`src/verilog/rvIsaPkg.sv`:
```
package rvIsaPkg;

	// Basic widths of the base integer ISA
	typedef logic [31:0] xlen_t;
	typedef logic [31:0] instr_t;
	typedef logic [4:0]  regIdx_t;
	typedef logic [6:0]  opcode_t;
	typedef logic [2:0]  funct3_t;

	// Immediate format selector
	typedef logic [2:0] immSel_t;

	// Common field layout, valid for the R format and partly for the others
	typedef struct packed {
		logic [6:0] funct7;
		regIdx_t    rs2;
		regIdx_t    rs1;
		funct3_t    funct3;
		regIdx_t    rd;
		opcode_t    opcode;
	} rFields_t;

	// Major opcodes
	localparam opcode_t OPC_OP     = 7'b0110011;
	localparam opcode_t OPC_OPIMM  = 7'b0010011;
	localparam opcode_t OPC_LOAD   = 7'b0000011;
	localparam opcode_t OPC_STORE  = 7'b0100011;
	localparam opcode_t OPC_BRANCH = 7'b1100011;
	localparam opcode_t OPC_JAL    = 7'b1101111;
	localparam opcode_t OPC_JALR   = 7'b1100111;
	localparam opcode_t OPC_LUI    = 7'b0110111;
	localparam opcode_t OPC_AUIPC  = 7'b0010111;

	// Arithmetic funct3 codes
	localparam funct3_t F3_ADD  = 3'b000;
	localparam funct3_t F3_SLL  = 3'b001;
	localparam funct3_t F3_SLT  = 3'b010;
	localparam funct3_t F3_SLTU = 3'b011;
	localparam funct3_t F3_XOR  = 3'b100;
	localparam funct3_t F3_SR   = 3'b101;
	localparam funct3_t F3_OR   = 3'b110;
	localparam funct3_t F3_AND  = 3'b111;

	// Branch funct3 codes
	localparam funct3_t F3_BEQ  = 3'b000;
	localparam funct3_t F3_BNE  = 3'b001;
	localparam funct3_t F3_BLT  = 3'b100;
	localparam funct3_t F3_BGE  = 3'b101;
	localparam funct3_t F3_BLTU = 3'b110;
	localparam funct3_t F3_BGEU = 3'b111;

	localparam immSel_t IMM_I = 3'd0;
	localparam immSel_t IMM_S = 3'd1;
	localparam immSel_t IMM_B = 3'd2;
	localparam immSel_t IMM_U = 3'd3;
	localparam immSel_t IMM_J = 3'd4;

	typedef enum logic [3:0] {
		ALU_ADD, ALU_SUB, ALU_SLL, ALU_SLT, ALU_SLTU, ALU_XOR,
		ALU_SRL, ALU_SRA, ALU_OR, ALU_AND, ALU_PASSB
	} aluOp_t;

	// Halt sequence: addi x1, x0, 12 then jalr x0, 0(x1)
	localparam xlen_t HALT_FIRST  = 32'h00c00093;
	localparam xlen_t HALT_SECOND = 32'h00008067;

endpackage

```
`src/verilog/rvCorePkg.sv`:
```
package rvCorePkg;

	import rvIsaPkg::*;

	typedef logic [11:0] byteAddr_t;
	typedef logic [11:0] wordAddr_t;
	typedef logic [3:0]  byteEn_t;
	typedef logic [1:0]  memSize_t;
	typedef logic [1:0]  wbSel_t;

	// Access sizes follow funct3[1:0] of loads and stores
	localparam memSize_t MEM_BYTE = 2'b00;
	localparam memSize_t MEM_HALF = 2'b01;
	localparam memSize_t MEM_WORD = 2'b10;

	localparam wbSel_t WB_ALU  = 2'd0;
	localparam wbSel_t WB_LOAD = 2'd1;
	localparam wbSel_t WB_PC4  = 2'd2;

	typedef struct packed {
		regIdx_t  rs1;
		regIdx_t  rs2;
		regIdx_t  rd;
		aluOp_t   aluOp;
		logic     useImm;
		logic     usePcA;
		logic     regWrite;
		logic     memRead;
		logic     memWrite;
		memSize_t memSize;
		logic     memUnsigned;
		logic     isBranch;
		funct3_t  branchFunct;
		logic     isJal;
		logic     isJalr;
		wbSel_t   wbSel;
	} ctrl_t;

	typedef struct packed {
		xlen_t   data;
		byteEn_t byteEn;
	} storeReq_t;

	typedef enum logic [1:0] {RUN, SAW_FIRST, HALTED} haltState_t;

endpackage

```
`src/verilog/regFile.sv`:
```
`timescale 1ns/1ps

module regFile import rvIsaPkg::*; (
	input  logic    CLK,
	input  logic    RSTn,
	input  regIdx_t ra1,
	input  regIdx_t ra2,
	output xlen_t   rd1,
	output xlen_t   rd2,
	input  logic    we,
	input  regIdx_t wa,
	input  xlen_t   wd
);

	xlen_t regs [32];

	always_ff @(posedge CLK) begin
		if (RSTn) begin
			for (int i = 0; i < 32; i++) regs[i] <= '0;
		end else if (we && wa != '0) begin
			regs[wa] <= wd;
		end
	end

	// x0 is hardwired
	assign rd1 = (ra1 == '0) ? '0 : regs[ra1];
	assign rd2 = (ra2 == '0) ? '0 : regs[ra2];

endmodule

```
`src/verilog/rvDecoder.sv`:
```
`timescale 1ns/1ps

module rvDecoder import rvIsaPkg::*, rvCorePkg::*; (
	input  instr_t instr,
	output ctrl_t  ctrl,
	output xlen_t  imm
);

	rFields_t f;
	immSel_t  immSel;

	assign f = instr;

	// alt selects SUB or SRA
	function automatic aluOp_t aluSel(funct3_t f3, logic alt);
		case (f3)
			F3_ADD:  aluSel = alt ? ALU_SUB : ALU_ADD;
			F3_SLL:  aluSel = ALU_SLL;
			F3_SLT:  aluSel = ALU_SLT;
			F3_SLTU: aluSel = ALU_SLTU;
			F3_XOR:  aluSel = ALU_XOR;
			F3_SR:   aluSel = alt ? ALU_SRA : ALU_SRL;
			F3_OR:   aluSel = ALU_OR;
			default: aluSel = ALU_AND;
		endcase
	endfunction

	always_comb begin
		ctrl = '0;
		ctrl.rs1 = f.rs1;
		ctrl.rs2 = f.rs2;
		ctrl.rd = f.rd;
		ctrl.aluOp = ALU_ADD;
		ctrl.memSize = f.funct3[1:0];
		ctrl.memUnsigned = f.funct3[2];
		ctrl.branchFunct = f.funct3;
		ctrl.wbSel = WB_ALU;
		immSel = IMM_I;
		case (f.opcode)
			OPC_OP: begin
				ctrl.regWrite = 1'b1;
				ctrl.aluOp = aluSel(f.funct3, f.funct7[5]);
			end
			OPC_OPIMM: begin
				ctrl.regWrite = 1'b1;
				ctrl.useImm = 1'b1;
				// funct7 only matters for SRAI, ADDI has no SUB form
				ctrl.aluOp = aluSel(f.funct3, f.funct7[5] && f.funct3 == F3_SR);
			end
			OPC_LOAD: begin
				ctrl.regWrite = 1'b1;
				ctrl.useImm = 1'b1;
				ctrl.memRead = 1'b1;
				ctrl.wbSel = WB_LOAD;
			end
			OPC_STORE: begin
				ctrl.useImm = 1'b1;
				ctrl.memWrite = 1'b1;
				immSel = IMM_S;
			end
			OPC_BRANCH: begin
				ctrl.isBranch = 1'b1;
				ctrl.aluOp = ALU_SUB;
				immSel = IMM_B;
			end
			OPC_JAL: begin
				ctrl.regWrite = 1'b1;
				ctrl.isJal = 1'b1;
				ctrl.wbSel = WB_PC4;
				immSel = IMM_J;
			end
			OPC_JALR: begin
				ctrl.regWrite = 1'b1;
				ctrl.useImm = 1'b1;
				ctrl.isJalr = 1'b1;
				ctrl.wbSel = WB_PC4;
			end
			OPC_LUI: begin
				ctrl.regWrite = 1'b1;
				ctrl.useImm = 1'b1;
				ctrl.aluOp = ALU_PASSB;
				immSel = IMM_U;
			end
			OPC_AUIPC: begin
				ctrl.regWrite = 1'b1;
				ctrl.useImm = 1'b1;
				ctrl.usePcA = 1'b1;
				immSel = IMM_U;
			end
			default: ;
		endcase
	end

	always_comb begin
		case (immSel)
			IMM_S:   imm = {{20{instr[31]}}, instr[31:25], instr[11:7]};
			IMM_B:   imm = {{19{instr[31]}}, instr[31], instr[7], instr[30:25],
			                instr[11:8], 1'b0};
			IMM_U:   imm = {instr[31:12], 12'b0};
			IMM_J:   imm = {{11{instr[31]}}, instr[31], instr[19:12], instr[20],
			                instr[30:21], 1'b0};
			default: imm = {{20{instr[31]}}, instr[31:20]};
		endcase
	end

endmodule

```
`src/verilog/rvAlu.sv`:
```
`timescale 1ns/1ps

module rvAlu import rvIsaPkg::*; (
	input  xlen_t   a,
	input  xlen_t   b,
	input  aluOp_t  op,
	input  funct3_t funct,
	output xlen_t   result,
	output logic    taken
);

	always_comb begin
		case (op)
			ALU_ADD:   result = a + b;
			ALU_SUB:   result = a - b;
			ALU_SLL:   result = a << b[4:0];
			ALU_SLT:   result = {31'b0, $signed(a) < $signed(b)};
			ALU_SLTU:  result = {31'b0, a < b};
			ALU_XOR:   result = a ^ b;
			ALU_SRL:   result = a >> b[4:0];
			ALU_SRA:   result = $signed(a) >>> b[4:0];
			ALU_OR:    result = a | b;
			ALU_AND:   result = a & b;
			ALU_PASSB: result = b;
			default:   result = '0;
		endcase
	end

	// Branch condition on the same operands
	always_comb begin
		case (funct)
			F3_BEQ:  taken = a == b;
			F3_BNE:  taken = a != b;
			F3_BLT:  taken = $signed(a) < $signed(b);
			F3_BGE:  taken = $signed(a) >= $signed(b);
			F3_BLTU: taken = a < b;
			F3_BGEU: taken = a >= b;
			default: taken = 1'b0;
		endcase
	end

endmodule

```
`src/verilog/lsuAlign.sv`:
```
`timescale 1ns/1ps

module lsuAlign import rvIsaPkg::*, rvCorePkg::*; (
	input  logic [1:0] addrLow,
	input  memSize_t   size,
	input  logic       isUnsigned,
	input  xlen_t      storeData,
	input  xlen_t      loadWord,
	output storeReq_t  store,
	output xlen_t      loadData
);

	logic [7:0]  loadByte;
	logic [15:0] loadHalf;

	// Store data is replicated, the byte enables pick the lanes
	always_comb begin
		case (size)
			MEM_BYTE: begin
				store.data = {4{storeData[7:0]}};
				store.byteEn = 4'b0001 << addrLow;
			end
			MEM_HALF: begin
				store.data = {2{storeData[15:0]}};
				store.byteEn = addrLow[1] ? 4'b1100 : 4'b0011;
			end
			default: begin
				store.data = storeData;
				store.byteEn = 4'b1111;
			end
		endcase
	end

	assign loadByte = loadWord[{addrLow, 3'b000} +: 8];
	assign loadHalf = loadWord[{addrLow[1], 4'b0000} +: 16];

	always_comb begin
		case (size)
			MEM_BYTE: loadData = {{24{!isUnsigned && loadByte[7]}}, loadByte};
			MEM_HALF: loadData = {{16{!isUnsigned && loadHalf[15]}}, loadHalf};
			default:  loadData = loadWord;
		endcase
	end

	// The core reports idle cycles as byte accesses, so only real accesses can fire
	accessAligned: assert final (!(size == MEM_HALF && addrLow[0]) &&
	                             !(size == MEM_WORD && addrLow != 2'b00))
		else $error("lsuAlign: misaligned access, size %0d offset %0d", size, addrLow);

endmodule

```
`src/verilog/haltMonitor.sv`:
```
`timescale 1ns/1ps

module haltMonitor import rvIsaPkg::*, rvCorePkg::*; (
	input  logic        CLK,
	input  logic        RSTn,
	input  instr_t      instr,
	input  logic        retire,
	output logic        halt,
	output logic [31:0] numInst
);

	haltState_t state;

	always_ff @(posedge CLK) begin
		if (RSTn) begin
			state <= RUN;
			numInst <= '0;
		end else if (retire) begin
			// The second halt word is still counted
			numInst <= numInst + 32'd1;
			case (state)
				RUN: begin
					if (instr == HALT_FIRST) state <= SAW_FIRST;
				end
				SAW_FIRST: begin
					if (instr == HALT_SECOND) state <= HALTED;
					else if (instr != HALT_FIRST) state <= RUN;
				end
				default: state <= state;
			endcase
		end
	end

	assign halt = (state == HALTED);

	haltSticky: assert property (@(posedge CLK) disable iff (RSTn)
		state == HALTED |=> state == HALTED)
		else $error("haltMonitor: left HALTED without reset");

endmodule

```
`src/verilog/riscvCore.sv`:
```
`timescale 1ns/1ps

module riscvCore import rvIsaPkg::*, rvCorePkg::*; #(
	parameter xlen_t RESET_PC = 32'h0000_0000
) (
	input  logic        CLK,
	input  logic        RSTn,
	output logic        iMemCsn,
	output byteAddr_t   iMemAddr,
	input  instr_t      iMemDi,
	output logic        dMemCsn,
	output logic        dMemWen,
	output wordAddr_t   dMemAddr,
	output xlen_t       dMemDout,
	output byteEn_t     dMemBe,
	input  xlen_t       dMemDi,
	output regIdx_t     rfRa1,
	output regIdx_t     rfRa2,
	input  xlen_t       rfRd1,
	input  xlen_t       rfRd2,
	output logic        rfWe,
	output regIdx_t     rfWa,
	output xlen_t       rfWd,
	output logic        halt,
	output logic [31:0] numInst
);

	xlen_t     pc, pcPlus4, pcImm, nextPc;
	xlen_t     imm, opA, opB, aluResult, loadData;
	ctrl_t     ctrl;
	storeReq_t store;
	memSize_t  lsuSize;
	logic      taken, memAccess, retire;

	// One instruction retires per edge until halt
	assign retire = !RSTn && !halt;

	always_ff @(posedge CLK) begin
		if (RSTn) begin
			pc <= RESET_PC;
		end else if (retire) begin
			pc <= nextPc;
		end
	end

	assign iMemCsn  = RSTn;
	assign iMemAddr = pc[11:0];

	rvDecoder dec0 (.instr(iMemDi), .ctrl(ctrl), .imm(imm));

	assign rfRa1 = ctrl.rs1;
	assign rfRa2 = ctrl.rs2;
	assign opA   = ctrl.usePcA ? pc : rfRd1;
	assign opB   = ctrl.useImm ? imm : rfRd2;

	rvAlu alu0 (
		.a(opA), .b(opB), .op(ctrl.aluOp), .funct(ctrl.branchFunct),
		.result(aluResult), .taken(taken)
	);

	// Next PC selection
	assign pcPlus4 = pc + 32'd4;
	assign pcImm   = pc + imm;

	always_comb begin
		if (ctrl.isJal) begin
			nextPc = pcImm;
		end else if (ctrl.isJalr) begin
			nextPc = {aluResult[31:1], 1'b0};
		end else if (ctrl.isBranch && taken) begin
			nextPc = pcImm;
		end else begin
			nextPc = pcPlus4;
		end
	end

	// Non-memory instructions reach the aligner as byte accesses
	assign memAccess = ctrl.memRead || ctrl.memWrite;
	assign lsuSize   = memAccess ? ctrl.memSize : MEM_BYTE;

	lsuAlign lsu0 (
		.addrLow(aluResult[1:0]), .size(lsuSize), .isUnsigned(ctrl.memUnsigned),
		.storeData(rfRd2), .loadWord(dMemDi), .store(store), .loadData(loadData)
	);

	assign dMemCsn  = !(memAccess && retire);
	assign dMemWen  = !(ctrl.memWrite && retire);
	assign dMemAddr = aluResult[13:2];
	assign dMemDout = store.data;
	assign dMemBe   = store.byteEn;

	// Write-back
	always_comb begin
		case (ctrl.wbSel)
			WB_LOAD: rfWd = loadData;
			WB_PC4:  rfWd = pcPlus4;
			default: rfWd = aluResult;
		endcase
	end

	assign rfWe = ctrl.regWrite && retire;
	assign rfWa = ctrl.rd;

	haltMonitor hmon0 (
		.CLK(CLK), .RSTn(RSTn), .instr(iMemDi), .retire(retire),
		.halt(halt), .numInst(numInst)
	);

	pcAligned: assert property (@(posedge CLK) disable iff (RSTn) pc[1:0] == 2'b00)
		else $error("riscvCore: PC %h is not word aligned", pc);

endmodule

```
`src/verilog/riscvTop.sv`:
```
`timescale 1ns/1ps

module riscvTop import rvIsaPkg::*, rvCorePkg::*; #(
	parameter xlen_t RESET_PC = 32'h0000_0000
) (
	input  logic        CLK,
	input  logic        RSTn,

	// Instruction memory
	output logic        iMemCsn,
	output byteAddr_t   iMemAddr,
	input  instr_t      iMemDi,

	// Data memory
	output logic        dMemCsn,
	output logic        dMemWen,
	output wordAddr_t   dMemAddr,
	output xlen_t       dMemDout,
	output byteEn_t     dMemBe,
	input  xlen_t       dMemDi,

	// Write-back trace
	output logic        rfWe,
	output regIdx_t     rfWa,
	output xlen_t       outputPort,

	output logic        halt,
	output logic [31:0] numInst
);

	regIdx_t rfRa1;
	regIdx_t rfRa2;
	xlen_t   rfRd1;
	xlen_t   rfRd2;

	riscvCore #(.RESET_PC(RESET_PC)) core0 (
		.CLK(CLK), .RSTn(RSTn),
		.iMemCsn(iMemCsn), .iMemAddr(iMemAddr), .iMemDi(iMemDi),
		.dMemCsn(dMemCsn), .dMemWen(dMemWen), .dMemAddr(dMemAddr),
		.dMemDout(dMemDout), .dMemBe(dMemBe), .dMemDi(dMemDi),
		.rfRa1(rfRa1), .rfRa2(rfRa2), .rfRd1(rfRd1), .rfRd2(rfRd2),
		.rfWe(rfWe), .rfWa(rfWa), .rfWd(outputPort),
		.halt(halt), .numInst(numInst)
	);

	// The trace port is the register file write data itself
	regFile rf0 (
		.CLK(CLK), .RSTn(RSTn),
		.ra1(rfRa1), .ra2(rfRa2), .rd1(rfRd1), .rd2(rfRd2),
		.we(rfWe), .wa(rfWa), .wd(outputPort)
	);

endmodule

```
`config.mk`:
```
export PLATFORM = sky130hd
export DESIGN_NAME = riscvTop
export DESIGN_NICKNAME = d
export VERILOG_FILES = /design/src/verilog/rvIsaPkg.sv /design/src/verilog/rvCorePkg.sv /design/src/verilog/regFile.sv /design/src/verilog/rvDecoder.sv /design/src/verilog/rvAlu.sv /design/src/verilog/lsuAlign.sv /design/src/verilog/haltMonitor.sv /design/src/verilog/riscvCore.sv /design/src/verilog/riscvTop.sv
export SDC_FILE = /design/constraint.sdc
export NUM_CORES = 2
export LEC_CHECK = 0
export BUFFER_PORTS_ARGS = -buffer_cell sky130_fd_sc_hd__buf_2
export CAP_MARGIN = 20
export CORE_MARGIN = 1.5
export CORE_UTILIZATION = 50
export DETAILED_ROUTE_END_ITERATION = 16
export PLACE_DENSITY = 0.66
export SYNTH_ARGS = -nofsm -noshare
export SYNTH_HDL_FRONTEND = slang
export SYNTH_SLANG_ARGS = --single-unit
```
`constraint.sdc`:
```
create_clock -name CLK -period 21.9 [get_ports CLK]
set_input_delay 1.095 -clock CLK [delete_from_list [all_inputs] [get_ports CLK]]
set_output_delay 1.095 -clock CLK [all_outputs]
set_load 0.03 [all_outputs]
```
=== Yosys cells after proc, flatten, opt, wreduce, memory -nomap -nowiden ===
Memory sizes are Yosys's and may differ from the RTL's.
Index checks and enable logic that the tools add are counted.

* Eq/ne operators: 42
* Reductions and logical operators: 29
* $lt $le $gt $ge: 4
* Muxes and demuxes: 44
* Add/subtract/negate cells: 5
* Shift operators: 6
* Bitwise operators: 3

{| class="wikitable"
|+ Operators by type and width
! cell !! number
|-
| 32-bit case mux with 11 select lines || 1
|-
| 32-bit 2-to-1 mux || 8
|-
| 32-bit case mux with 2 select lines || 2
|-
| 31-bit case mux with 4 select lines || 1
|-
| 36-bit case mux with 2 select lines || 1
|-
| 32-bit adder || 2
|-
| 32-bit greater-or-equal comparator || 2
|-
| 32-bit < comparator || 2
|-
| 4-bit case mux with 7 select lines || 2
|-
| 32-bit by 1-bit adder with 32-bit output, second input constant || 1
|-
| 32-bit by 3-bit adder with 32-bit output, second input constant || 1
|-
| 32-bit bitwise AND || 1
|-
| 32-bit by 16-bit == test with 1-bit output, second input constant || 1
|-
| 32-bit by 24-bit == test with 1-bit output, second input constant || 1
|-
| 32-bit == test || 1
|-
| 32-bit by 24-bit inequality test with 1-bit output, second input constant || 1
|-
| 32-bit inequality test || 1
|-
| 32-bit bitwise OR || 1
|-
| 32-bit OR reduction || 1
|-
| 32-bit by 6-bit indexed part select with 16-bit output || 1
|-
| 32-bit by 6-bit indexed part select with 8-bit output || 1
|-
| 32-bit by 5-bit left shift with 32-bit output || 1
|-
| 32-bit by 5-bit >> shifter with 32-bit output || 1
|-
| 32-bit by 5-bit >>> shifter with 32-bit output || 1
|-
| 39 further kinds || 97
|}

* Output and inout port bits: 134
* Word-level logic and storage cells: 137
* Register bits: 66
* Bits in writable memories: 1024
* Memories: 1
* Input port bits: 66

{| class="wikitable"
|+ Memories
! name !! depth !! width !! read ports !! clocked after Yosys merged registers in !! write ports !! line !! source
|-
| rf0.regs || 32 || 32 || 2 || 0 || 32 || regFile.sv:15 || <nowiki>xlen_t regs [32];</nowiki>
|}

=== Logic depth before layout (Yosys ltp) ===
* Depth after elaboration: 13
* Depth in mapped cells: 32
* Mapped depth without buffers: 24

=== Hierarchy ===
A second synthesis with hierarchy kept.

* Cells, all modules: 6142
* Area, all modules: 72793.6 µm²

{| class="wikitable"
|+ By module, submodules not included
! module !! area each (µm²) !! instances !! cells each !! seq. area each (µm²)
|-
| regFile || 54248.3 || 1 || 3502 || 30749.5
|-
| rvAlu || 9331.4 || 1 || 1427 || 0.0
|-
| riscvCore || 5395.2 || 1 || 733 || 640.6
|-
| haltMonitor || 1701.6 || 1 || 198 || 680.7
|-
| lsuAlign || 1328.8 || 1 || 172 || 0.0
|-
| rvDecoder || 788.3 || 1 || 110 || 0.0
|}

=== Worst setup path before layout ===
Ideal clock, no wire load.

* Path kind: input -> output
* From: input iMemDi[20]
* To: output outputPort[17]
* Setup slack: 12064 ps
* Stages: 27
* Required time: 20805 ps
* Path buffers: 10
* Arrival: 8741 ps
* Path through: buf_6 > buf_2 > buf_2 > buf_2 > buf_2 > buf_2 > buf_2 > buf_1 > mux4_2 > mux4_2 > a22o_1 > o21a_1 > ha_1 > inv_1 > a211o_1 > or4_1 > a211oi_1 > o21ai_0 > nor2_1 > o211ai_1 > o31a_1 > a211oi_2 > a211oi_4 > buf_8 > nor3_4 > buf_6 > inv_2

* Cells in the longest elaborated chain, start to end: 9
* Elaborated cells on any way between the ends: 22
* Those cells by class: 2 x add/sub; 2 x order compare; 5 x shift; 6 x mux; 3 x bitwise; 3 x reduce/logical; 1 x memory

{| class="wikitable"
|+ RTL lines
! item !! line !! source
|-
| start, declared || riscvTop.sv:12 || <nowiki>input instr_t iMemDi,</nowiki>
|-
| memory read 32 x 32 bit / 5-bit logical NOT (equally long branches) || n/a ||
|-
| 32-bit 2-to-1 mux || regFile.sv:27 || <nowiki>assign rd2 = (ra2 == '0) ? '0 : regs[ra2];</nowiki>
|-
| 32-bit 2-to-1 mux * || riscvCore.sv:54 || <nowiki>assign opB = ctrl.useImm ? imm : rfRd2;</nowiki>
|-
| 32-bit subtractor (tied with other cells) || rvAlu.sv:15 || <nowiki>ALU_SUB: result = a - b;</nowiki>
|-
| 32-bit case mux with 11 select lines * || rvAlu.sv:13 || <nowiki>case (op)</nowiki>
|-
| 32-bit by 6-bit indexed part select with 16-bit output / 32-bit by 6-bit indexed part select with 8-bit output (equally long branches) || lsuAlign.sv:35, lsuAlign.sv:34 ||
|-
| 1-bit logical AND, on equally long branches || lsuAlign.sv:40, lsuAlign.sv:39 ||
|-
| 32-bit case mux with 2 select lines || lsuAlign.sv:38 || <nowiki>case (size)</nowiki>
|-
| 32-bit case mux with 2 select lines * || riscvCore.sv:94 || <nowiki>case (ctrl.wbSel)</nowiki>
|-
| end, declared || riscvTop.sv:25 || <nowiki>output xlen_t outputPort,</nowiki>
|}

Mark *: on every way between the ends. The rest lies on a longest branch, timed or not.

=== Worst setup path in the final report ===
* From: input iMemDi[21]
* To: output outputPort[31]

Same word-level chain as after synthesis.

==> summary.txt <==
Detailed routing
  – Aggregate routed wire length: 342 mm
  – Count of vias placed by the detailed router: 60370
  – DR iter-0 viols: 9961
  – Detail-routed net length per standard cell: 41.5 microns
  – Mean number of vias per cell: 7.33
  – Remaining DRCs: 0
  – Antenna viol nets, final: 0
  – TritonRoute pass-1 iters: 8

Setup path
  – Slowest stage cell on the critical path: sky130_fd_sc_hd__a22oi_1
  – Arrival time at the worst endpoint: 10.81 ns
  – CP Capture Type: output pin
  – Biggest fanout along the worst timing path: 101
  – Most common cell type on the critical path: sky130_fd_sc_hd__buf_4
  – Cell-by-cell trace of the critical path: buf_8, buf_4, buf_4, mux4_2, mux4_2, a22oi_1, a21oi_1, ha_1, nor2_1, nand2_1, nor4_1, nand3_1, o21ai_0, nor2_1, o211ai_1, o31a_1, a211oi_2, a211oi_4, buf_4, nor3_4, buf_4, inv_2, buf_2
  – Slowest stage delay, CP: 1.15 ns
  – Critical path start-end classification: in2out
  – Nature of the critical path startpoint: input pin
  – RR Startpoint: rf0.regs[28][2]
  – Cell family with most CP delay: buffers and inverters
  – Required time worst endpoint: 20.81 ns
  – Bufs and invs on worst path: 7
  – Launching element of the worst setup path: iMemDi[21]

CTS
  – Root buffer cell: sky130_fd_sc_hd__clkbuf_16
  – Post-CTS Setup Repair Bufs: 0
  – Resized cells post-CTS: 0
  – Clock slew at the register clock pins of the worst setup and hold paths: 0.06 ns
  – Max Root-Sink Buffers: 3
  – CTS Sinks: 1090
  – Quantity of hold-fixing buffers added after cts: 0
  – Insertion delay of the later-clocked pin in the worst-skew pair: 0.79 ns
  – TritonCTS clock tree: yes
  – TritonCTS buffer count: 115
  – Total number of H-tree levels: 3

Pwr
  – Power density over the cells: 83.4 nW/um^2
  – Final Power: 6.39 mW
  – Worst vdd ir: 67.5 uV
  – Static leakage power: 29.5 nW

Global routing
  – Global route overflow: 0
  – Overall Global Routing Usage: 0.475
  – Wire length of the first global-routing pass: 464 mm
  – Via count of the first global-routing pass: 57426
  – Number of antenna violations at the first check in global routing: 30
  – Largest net degree at the start of global routing: 102

STA
  – Hold violation total from the final report: 0
  – Final-report setup violation count: 0
  – Time the worst path needs with I/O delays and setup: 11.90 ns
  – RSZ-0062 raised after global routing: false
  – Worst Slack Setup Final: 10.0 ns
  – Setup TNS: 0 ns
  – Post-route clock skew: 0.0839 ns
  – Final worst path period share: 0.543
  – Max transition margin: 0.00986
  – Slew at the pin closest to its max-slew limit: 1.49 ns
  – Final hold slack: 0.488 ns
  – Final Slew Violations: 0
  – Max Clk Rate: 0.0840 GHz

Floorplanning
  – Count of pins on the block boundary: 200
  – Die height: 377 microns
  – Chip Width: 377 microns
  – Number of placement rows: 137
  – CORE AREA: 139000 sq um
  – Initial core utilization: 0.503
  – Die Outline Area: 142000 sq um

Synth
  – Register bit total from synthesis: 1090
  – Most instantiated flip-flop cell in the synthesis netlist: sky130_fd_sc_hd__edfxtp_1
  – Mapped Avg Cell Area: 11.2 sq um
  – Count of warnings emitted by yosys: 0
  – Sequential-to-total area share from yosys stat: 0.458
  – Post-synth EDFFs: 1024
  – Share of flip-flops with an asynchronous set or reset: 0
  – Post-Syn Area: 70000 sq um
  – Distinct cells, synth: 109
  – Post-synthesis instance total: 6235

Placed design
  – Final HPWL from detailed placement: 229 mm
  – Worst slack at placement: 10.39 ns
  – Cell area reported after detailed placement: 73000 sq um
  – Routability cong.: 1.07
  – Total placed cells including tap cells: 8010
  – Input/output buffers: 199

Cells and area
  – Share of layout cells above drive strength 1: 0.207
  – Top library cells by usage in the layout, fill and taps aside: sky130_fd_sc_hd__nor2_1, sky130_fd_sc_hd__edfxtp_1, sky130_fd_sc_hd__mux4_2
  – Leading cell type in the layout, fill and taps excluded: sky130_fd_sc_hd__nor2_1
  – Number of nets at the end of the flow: 6454
  – Signed area change from the synthesized netlist to the final layout: 9.42%
  – Cell area after layout: 76600 sq um
  – Final design utilization: 0.551
  – Cell Count, Final, Fillers Out: 8238

Min path
  – Class of the tightest hold or removal check: reg2reg
  – Hold wc startpoint: core0.hmon0.state[0]

Run status
  – Run status: finished, final reports clean

Flow run
  – Number of violations of the max-capacitance limit: 0
[cell usage after synthesis, types with 55 or more instances]
cell type | instances | area [sq um]
sky130_fd_sc_hd__mux2i_1 | 358 | 3580
sky130_fd_sc_hd__inv_1 | 151 | 567
sky130_fd_sc_hd__a211oi_1 | 65 | 488
sky130_fd_sc_hd__nand3_1 | 118 | 591
sky130_fd_sc_hd__nor2_1 | 1293 | 4850
sky130_fd_sc_hd__a21o_1 | 62 | 465
sky130_fd_sc_hd__ha_1 | 134 | 1680
sky130_fd_sc_hd__mux4_2 | 440 | 9910
sky130_fd_sc_hd__o21ai_0 | 136 | 681
sky130_fd_sc_hd__buf_2 | 173 | 866
sky130_fd_sc_hd__nand2_1 | 356 | 1340
sky130_fd_sc_hd__a22oi_1 | 147 | 1100
sky130_fd_sc_hd__clkbuf_1 | 277 | 1040
sky130_fd_sc_hd__mux2_2 | 64 | 721
sky130_fd_sc_hd__dfxtp_1 | 66 | 1320
sky130_fd_sc_hd__edfxtp_1 | 1024 | 30700
sky130_fd_sc_hd__a21oi_1 | 264 | 1320
sky130_fd_sc_hd__o22ai_1 | 55 | 344
[cell type report]
type	instances	area (sq um)
multi-input cells	4415	34900
repair buffers	452	2960
well taps	1876	2350
clock buffers	138	2990
inverters	177	667
clock inverters	77	624
flip-flops and latches	1090	32100
fillers	11953	62600
diodes	13	32.5
[worst register-to-register path: cells and delay by family, from the launching register on]
| kind | cells | cell delay, ns |
|---|---|---|
| flip-flops | 1 | 0.42 |
| AO/OA/AOI/OAI | 11 | 4.00 |
| multiplexers | 2 | 0.85 |
| buffers and inverters | 5 | 1.53 |
| AND/OR/NAND/NOR | 5 | 1.07 |
| adder cells (fa/ha/maj) | 1 | 0.27 |
[registers in the layout (all words and copies together), names as in the netlist]
name / count
rf0.regs: 1024
core0.hmon0.numInst: 32
core0.pc: 32
core0.hmon0.state: 2
[per-layer routing]
metal / track usage / part of all wire
met5: 0 / 0.00045
met3: 0.153 / 0.14
met4: 0.366 / 0.095
met2: 0.702 / 0.43
met1: 0.576 / 0.33
[final timing paths]
kind                          endpoint  cells past startpoint  slack, ns
hold / removal    core0.hmon0.state[0]                      2       0.49
hold reg to reg   core0.hmon0.state[0]                      2       0.49
setup / recovery        outputPort[31]                     23       10.0
setup reg to reg       rf0.regs[28][4]                     24      13.47
[kinds of logic after synthesis]
kind of cell / count (synthesis) / share of synthesized area
simple gates: 2082 / 0.126
compound gates: 1206 / 0.125
flops: 1090 / 0.458
mux: 862 / 0.203
buf+inv: 761 / 0.0515
fa+ha+maj: 137 / 0.0248
xor+xnor: 96 / 0.0120
other cells: 1 / 0.0000535
[report_power, final]
part           internal (mW)  switching [mW]
sequential              2.34          0.0418
combinational          0.563            1.52
clock                   1.04           0.873
total                   3.95            2.44
Power figures use the tool's default switching activity.
